`config.mk`:
```
export PLATFORM = sky130hd
export DESIGN_NAME = fdbk_core
export DESIGN_NICKNAME = d
export VERILOG_FILES = /design/src/design/fdbk_pkg.sv /design/src/design/drive_combine.sv /design/src/design/fdbk_core.sv /design/src/design/frame_decim.sv /design/src/design/integ_ctrl.sv /design/src/design/prop_ctrl.sv
export VERILOG_INCLUDE_DIRS = /design/src /design/src/design
export SDC_FILE = /design/constraint.sdc
export NUM_CORES = 2
export LEC_CHECK = 0
export BUFFER_PORTS_ARGS = -buffer_cell sky130_fd_sc_hd__buf_2
export CORE_UTILIZATION = 60
export CTS_CLUSTER_SIZE = 20
export DETAILED_ROUTE_END_ITERATION = 12
export GPL_ROUTABILITY_DRIVEN = 0
export GPL_TIMING_DRIVEN = 0
export PLACE_DENSITY = 0.8
export SKIP_CTS_REPAIR_TIMING = 1
export SLEW_MARGIN = 25
export SYNTH_ARGS = -nofsm -noshare
export SYNTH_HDL_FRONTEND = slang
export SYNTH_SLANG_ARGS = --single-unit
```
`constraint.sdc`:
```
create_clock -name clk -period 11.2 [get_ports clk]
set_clock_uncertainty 0.2 [all_clocks]
set_input_delay 2.24 -clock clk [delete_from_list [all_inputs] [get_ports clk]]
set_output_delay 2.24 -clock clk [all_outputs]
set_load 0.1 [all_outputs]
```
`src/design/fdbk_config.svh`:
```
`ifndef FDBK_CONFIG_SVH
`define FDBK_CONFIG_SVH

// Fixed widths and shifts of the feedback core

// Input and output baseband samples
`define FDBK_SAMPLE_W 18

// Decimator sums
// Four samples per axis plus headroom
`define FDBK_ACC_W 22

// Signed loop gains
`define FDBK_GAIN_W 16

// Right shift after every gain product
// Unity gain is 1 << 15
`define FDBK_GAIN_SHIFT 15

// Cycles per sync frame, I/Q interleaved
`define FDBK_FRAME 8

`endif

```
`src/design/fdbk_pkg.sv`:
```
`default_nettype none

`include "fdbk_config.svh"

package fdbk_pkg;

	// Plain vector types
	typedef logic signed [`FDBK_SAMPLE_W-1:0] sample_t;
	typedef logic signed [`FDBK_ACC_W-1:0] acc_t;
	typedef logic signed [`FDBK_GAIN_W-1:0] gain_t;
	typedef logic [1:0] shift_t;
	// Setpoint minus sample, one extra bit
	typedef logic signed [`FDBK_SAMPLE_W:0] err_t;
	// Full error times gain product
	typedef logic signed [`FDBK_SAMPLE_W+`FDBK_GAIN_W:0] prod_t;

	// Static loop settings
	typedef struct packed {
		sample_t set_x;
		sample_t set_y;
		gain_t gain_i;
		gain_t gain_p;
		sample_t lim_hi;
		sample_t lim_lo;
	} fdbk_settings_t;

	// Clamp events per axis
	typedef struct packed {
		logic x_hi;
		logic x_lo;
		logic y_hi;
		logic y_lo;
	} cmp_event_t;

	typedef struct packed {
		sample_t i;
		sample_t q;
	} iq_pair_t;

	typedef enum logic {
		DEC_IDLE,
		DEC_RUN
	} dec_state_t;

	// Saturate a wide signed value into one sample
	function automatic sample_t sat_sample(input prod_t v);
		logic [$bits(prod_t)-`FDBK_SAMPLE_W:0] top;
		top = v[$bits(prod_t)-1:`FDBK_SAMPLE_W-1];
		// All upper bits equal to the sign, so it fits
		if (&top || !(|top))
			return sample_t'(v);
		return v[$bits(prod_t)-1] ? {1'b1, {(`FDBK_SAMPLE_W-1){1'b0}}}
			: {1'b0, {(`FDBK_SAMPLE_W-1){1'b1}}};
	endfunction

endpackage

`default_nettype wire

```
`src/design/drive_combine.sv`:
```
`timescale 1ns/1ps
`default_nettype none

module drive_combine (
	input wire clk,
	input wire arst_n,
	input wire fdbk_pkg::iq_pair_t drive,
	input wire fdbk_pkg::sample_t prop_xy,
	input wire prop_iq,
	output fdbk_pkg::sample_t out_xy,
	output logic out_iq
);

	import fdbk_pkg::*;

	sample_t drv_sel;
	// One bit of growth for the sum
	err_t sum;

	always_comb begin
		// Held integral drive of the current axis
		drv_sel = prop_iq ? drive.i : drive.q;
		sum = drv_sel + prop_xy;
	end

	always_ff @(posedge clk or negedge arst_n) begin
		if (!arst_n) begin
			out_xy <= '0;
			out_iq <= 1'b0;
		end else begin
			// Clip to full scale of the output word
			out_xy <= sat_sample(sum);
			out_iq <= prop_iq;
		end
	end

endmodule

`default_nettype wire

```
`src/design/fdbk_core.sv`:
```
`timescale 1ns/1ps
`default_nettype none

module fdbk_core (
	input wire clk,
	input wire arst_n,
	input wire sync,
	input wire iq,
	input wire fdbk_pkg::sample_t in_xy,
	input wire fdbk_pkg::fdbk_settings_t settings,
	input wire fdbk_pkg::shift_t coarse_scale,
	output fdbk_pkg::sample_t out_xy,
	output logic out_iq,
	output fdbk_pkg::cmp_event_t cmp_event
);

	import fdbk_pkg::*;

	// Slow path links
	iq_pair_t avg;
	logic avg_stb;
	iq_pair_t drive;
	// Fast path links
	sample_t prop_xy;
	logic prop_iq;

	// Frame averaging ahead of the integral loop
	frame_decim u_decim (
		.clk     (clk),
		.arst_n  (arst_n),
		.sync    (sync),
		.iq      (iq),
		.in_xy   (in_xy),
		.avg     (avg),
		.avg_stb (avg_stb)
	);

	// Integral path, one update per frame
	integ_ctrl u_integ (
		.clk       (clk),
		.arst_n    (arst_n),
		.avg       (avg),
		.avg_stb   (avg_stb),
		.settings  (settings),
		.drive     (drive),
		.cmp_event (cmp_event)
	);

	// Proportional path, every sample
	prop_ctrl u_prop (
		.clk          (clk),
		.arst_n       (arst_n),
		.iq           (iq),
		.in_xy        (in_xy),
		.settings     (settings),
		.coarse_scale (coarse_scale),
		.prop_xy      (prop_xy),
		.prop_iq      (prop_iq)
	);

	// Sum of both paths to the output
	drive_combine u_combine (
		.clk     (clk),
		.arst_n  (arst_n),
		.drive   (drive),
		.prop_xy (prop_xy),
		.prop_iq (prop_iq),
		.out_xy  (out_xy),
		.out_iq  (out_iq)
	);

endmodule

`default_nettype wire

```
`src/design/frame_decim.sv`:
```
`timescale 1ns/1ps
`default_nettype none

`include "fdbk_config.svh"

module frame_decim (
	input wire clk,
	input wire arst_n,
	input wire sync,
	input wire iq,
	input wire fdbk_pkg::sample_t in_xy,
	output fdbk_pkg::iq_pair_t avg,
	output logic avg_stb
);

	import fdbk_pkg::*;

	dec_state_t state;
	logic [$clog2(`FDBK_FRAME)-1:0] cnt;
	acc_t acc_i;
	acc_t acc_q;
	acc_t in_ext;
	acc_t base_i;
	acc_t base_q;
	acc_t nxt_i;
	acc_t nxt_q;
	logic frame_end;

	always_comb begin
		in_ext = acc_t'(in_xy);
		// Sync starts a fresh frame
		base_i = sync ? '0 : acc_i;
		base_q = sync ? '0 : acc_q;
		// Steer the sample to its axis
		nxt_i = iq ? base_i + in_ext : base_i;
		nxt_q = iq ? base_q : base_q + in_ext;
		// Eighth sample of a frame that began with a sync
		frame_end = (state == DEC_RUN) && !sync && (cnt == `FDBK_FRAME - 1);
	end

	// Frame tracking and strobe
	always_ff @(posedge clk or negedge arst_n) begin
		if (!arst_n) begin
			state <= DEC_IDLE;
			cnt <= '0;
			avg_stb <= 1'b0;
		end else begin
			avg_stb <= frame_end;
			case (state)
				DEC_IDLE: begin
					// Wait for the first frame boundary
					if (sync) begin
						state <= DEC_RUN;
						cnt <= 1;
					end
				end
				DEC_RUN: begin
					cnt <= sync ? 1 : cnt + 1'b1;
				end
				default: state <= DEC_IDLE;
			endcase
		end
	end

	// Sums and averaged pair
	always_ff @(posedge clk) begin
		acc_i <= nxt_i;
		acc_q <= nxt_q;
		if (frame_end) begin
			// Four samples per axis, floor divide by four
			avg.i <= sample_t'(nxt_i >>> ($clog2(`FDBK_FRAME) - 1));
			avg.q <= sample_t'(nxt_q >>> ($clog2(`FDBK_FRAME) - 1));
		end
	end

endmodule

`default_nettype wire

```
`src/design/integ_ctrl.sv`:
```
`timescale 1ns/1ps
`default_nettype none

`include "fdbk_config.svh"

module integ_ctrl (
	input wire clk,
	input wire arst_n,
	input wire fdbk_pkg::iq_pair_t avg,
	input wire avg_stb,
	input wire fdbk_pkg::fdbk_settings_t settings,
	output fdbk_pkg::iq_pair_t drive,
	output fdbk_pkg::cmp_event_t cmp_event
);

	import fdbk_pkg::*;

	prod_t sum_i;
	prod_t sum_q;
	logic hi_i;
	logic lo_i;
	logic hi_q;
	logic lo_q;

	// Unclamped drive after one integral step
	function automatic prod_t integ_sum(
		input sample_t drv,
		input sample_t set,
		input sample_t avg_in,
		input gain_t gain
	);
		err_t err;
		prod_t prod;
		err = set - avg_in;
		prod = err * gain;
		return (prod >>> `FDBK_GAIN_SHIFT) + drv;
	endfunction

	// High limit wins if the limits cross
	function automatic sample_t clamp(input prod_t v, input sample_t hi, input sample_t lo);
		if (v > hi)
			return hi;
		if (v < lo)
			return lo;
		return sample_t'(v);
	endfunction

	always_comb begin
		// X rides on I samples, Y on Q samples
		sum_i = integ_sum(drive.i, settings.set_x, avg.i, settings.gain_i);
		sum_q = integ_sum(drive.q, settings.set_y, avg.q, settings.gain_i);
		hi_i = sum_i > settings.lim_hi;
		lo_i = !hi_i && (sum_i < settings.lim_lo);
		hi_q = sum_q > settings.lim_hi;
		lo_q = !hi_q && (sum_q < settings.lim_lo);
	end

	// Drive holds between strobes
	always_ff @(posedge clk or negedge arst_n) begin
		if (!arst_n) begin
			drive <= '0;
			cmp_event <= '0;
		end else begin
			// Events are single-cycle pulses
			cmp_event <= '0;
			if (avg_stb) begin
				drive.i <= clamp(sum_i, settings.lim_hi, settings.lim_lo);
				drive.q <= clamp(sum_q, settings.lim_hi, settings.lim_lo);
				cmp_event.x_hi <= hi_i;
				cmp_event.x_lo <= lo_i;
				cmp_event.y_hi <= hi_q;
				cmp_event.y_lo <= lo_q;
			end
		end
	end

endmodule

`default_nettype wire

```
`src/design/prop_ctrl.sv`:
```
`timescale 1ns/1ps
`default_nettype none

`include "fdbk_config.svh"

module prop_ctrl (
	input wire clk,
	input wire arst_n,
	input wire iq,
	input wire fdbk_pkg::sample_t in_xy,
	input wire fdbk_pkg::fdbk_settings_t settings,
	input wire fdbk_pkg::shift_t coarse_scale,
	output fdbk_pkg::sample_t prop_xy,
	output logic prop_iq
);

	import fdbk_pkg::*;

	sample_t set_sel;
	err_t err;
	prod_t prod;
	prod_t scaled;

	always_comb begin
		// Setpoint of this sample's axis
		set_sel = iq ? settings.set_x : settings.set_y;
		err = set_sel - in_xy;
		prod = err * settings.gain_p;
		// Coarse scale adds up to three more bits of attenuation
		scaled = prod >>> (`FDBK_GAIN_SHIFT + coarse_scale);
	end

	// One register stage for low latency
	always_ff @(posedge clk or negedge arst_n) begin
		if (!arst_n) begin
			prop_xy <= '0;
			prop_iq <= 1'b0;
		end else begin
			prop_xy <= sat_sample(scaled);
			// Axis flag travels with the term
			prop_iq <= iq;
		end
	end

endmodule

`default_nettype wire

```
==> flow_metrics.tcl <==
set metrics [dict create \
    status "complete, but fails checks" \
    failed_checks "setup timing" \
    period_needed_ps 13860 \
    fp.dieH_um 287 \
    cts_buffer_depth 2 \
    port-buffer-count 138 \
    dr.pass1.iters 8 \
    core_mm2 0.0805 \
    clock-sinks 159 \
    dp_hpwl_mm 114 \
    grt.total_usage_pct 33.4 \
    hold_viol_final 0 \
    ioPinCount 151 \
    fin_ws_ps -2660 \
    start_kind "primary input" \
    finalCritPeriodShare_pct 124 \
    grt_antenna_before_repair 5 \
    synth.distinct_cells 92 \
    synth_fp_nets 7088 \
    layout-drive-gt1-share_pct 11.4 \
    final_core_util_pct 67.2 \
    reg2reg_depth 61 \
    slew_violations 0 \
    dp_slack_ps -4700 \
    grt_pass1_vias 40900 \
    grt_max_degree 66 \
    path_class "primary input to flop" \
    die_area_mm2 0.0825 \
    fmax_mhz 72.1 \
    ys_seq_elements 159 \
    rsz0062_at_grt "yes" \
    fillers 6143 \
    final_common_cell "inv_1" \
    layout_common_cells "1200 x inv_1, 892 x fa_1, 643 x nand2_1" \
    numCtsBuffers 17 \
    cpMaxStageDelayCell "fa_1" \
    cts_max_level 4 \
    crit_start "settings[68]" \
    synthFlopType "dfrtp_1" \
    row_count 104 \
    routed_wl_mm 139 \
    cp-end-kind "flop" \
    ys_async_sr_fraction_pct 52.2 \
    synthCells 5561 \
    yosys_warnings 0 \
    synth_edf_count 36 \
    wl_per_cell_um 20.2 \
    setup_violations 58 \
    root_buffer "clkbuf_16" \
    endpoint "u_integ.drive[17]" \
    drtIter0Drc 3595 \
    area_delta_synth_final_pct 10.8 \
    hold_path_class "flop to flop" \
    synth_area_mm2 0.0488 \
    maxCapViolCount 0 \
    slew_headroom_pct 26.0 \
    gr-total-overflow 0 \
    cts_tree "done" \
    r2r-end "u_integ.drive[17]" \
    cts.reportedPaths.clkPinSlew_ps 60 \
    seq_area_frac_synth_pct 8.11 \
    die-width_um 287 \
    start_util_pct 60.6 \
    nets 7328 \
    grt_pass1_wl_mm 213 \
    reg2reg_from "u_decim.avg[1]" \
    cpPeakStageDelay_ps 600 \
    arrival_ps 13960 \
    final_antenna_net_count 0 \
    cp.required_ps 11300 \
    worstPathMaxFanout 8 \
    avgSynthCellArea_um2 8.78 \
    remaining_drc_errors 0 \
    worst_pin_slew_ps 1100 \
    vias 40200 \
    clk_latency_ps 480 \
    reg2reg_slack_ps -1150 \
    avgViaCountPerCell 5.85 \
]
state kept, by name, summed over array words and instances (netlist names), 3 cells and up:
name               flops
u_integ.cmp_event      4
u_integ.drive         36
u_prop.prop_xy        18
u_decim.cnt            3
u_decim.acc_q         20
u_combine.out_xy      18
u_decim.avg           36
u_decim.acc_i         20
cells in the mapped netlist, types with 10 or more instances:
cell,count,area (µm²)
inv_1,1210,4540
fa_1,903,18100
nand2_1,652,2450
ha_1,496,6210
and2_1,321,2010
a21oi_1,206,1030
nor2_1,201,754
clkbuf_1,198,743
xnor2_1,161,1410
o21ai_0,147,736
nor2b_1,108,676
a21o_1,92,691
dfrtp_1,83,2080
nand3_1,67,335
mux2i_1,59,591
mux2_2,55,619
nor3_1,51,255
xor2_1,49,429
nand2b_1,41,257
dfxtp_1,40,801
edfxtp_1,36,1080
o21a_1,31,233
a31oi_1,24,150
and3_1,23,144
o211ai_1,23,173
o21bai_1,23,173
o221ai_1,20,175
a211oi_1,18,135
a21boi_0,15,113
nand3b_1,14,105
or3_1,14,87.6
nand4_1,13,81.3
o21ai_1,10,50.1
per-stage QoR:
stage / instance area (µm²) / hold slack (ps) / cells / TNS [ps]
final: 54100 / 202 / 6876 / -130280
after global routing: 54100 / 202 / 6874 / -160280
after floorplan: 49500 / 152 / 5561 / -62220
after CTS: 52200 / 200 / 6793 / -177440
after detailed placement: 51600 / 186 / 6761 / -203780
after global placement: 51500 / 183 / 6759 / -199290
cell type report:
type                            instances  area, µm²  share of cell area [%]
Clock buffer                           19        458                   0.846
Multi-Input combinational cell       3971      41100                    76.0
Buffer                                218       1160                    2.14
Clock inverter                         13        100                   0.185
Timing Repair Buffer                  222       1430                    2.65
Sequential cell                       159       3960                    7.32
Antenna cell                            2       5.00                 0.00925
Inverter                             1212       4560                    8.44
Tap cell                             1060       1330                    2.45
worst min-delay path by stage:
stage	start	end	slack [ps]	depth (start not counted)
after floorplan	u_prop.prop_iq	u_combine.out_iq	150	0
after global placement	u_prop.prop_iq	u_combine.out_iq	180	0
after detailed placement	u_prop.prop_iq	u_combine.out_iq	190	0
after CTS	u_prop.prop_iq	u_combine.out_iq	200	0
after global routing	u_prop.prop_iq	u_combine.out_iq	200	0
final	u_prop.prop_iq	u_combine.out_iq	200	0
critical path, delay by kind of cell:
family | cells | cell delay [ps]
adders and majority gates | 11 | 4460
and+or+nand+nor | 5 | 560
AOI/OAI and AO/OA | 28 | 5220
buffers and inverters | 12 | 1180
xor gates and xnor gates | 2 | 280
routing by layer:
layer | wire (µm) | share of wire (%) | global-route usage (%) | vias up
met2 | 65000 | 47 | 54.8 | 2127
li1 | - | - | - | 17700
met1 | 49700 | 36 | 40.4 | 19800
met3 | 14500 | 10 | 7.87 | 625
met5 | 153 | 0.11 | 0 | -
met4 | 9410 | 6.8 | 18.8 | 12
kinds of logic after synthesis:
kind of cell               share of synthesized area, %
AOI/OAI and AO/OA                                  9.28
xor gates and xnor gates                           3.83
adders and majority gates                          49.8
buffers and inverters                              11.1
DFF                                                8.11
muxes                                              2.62
and+or+nand+nor                                    15.3
Power is not shown: default switching activity piles up to over one toggle a cycle in this logic, so the estimate is an artifact.
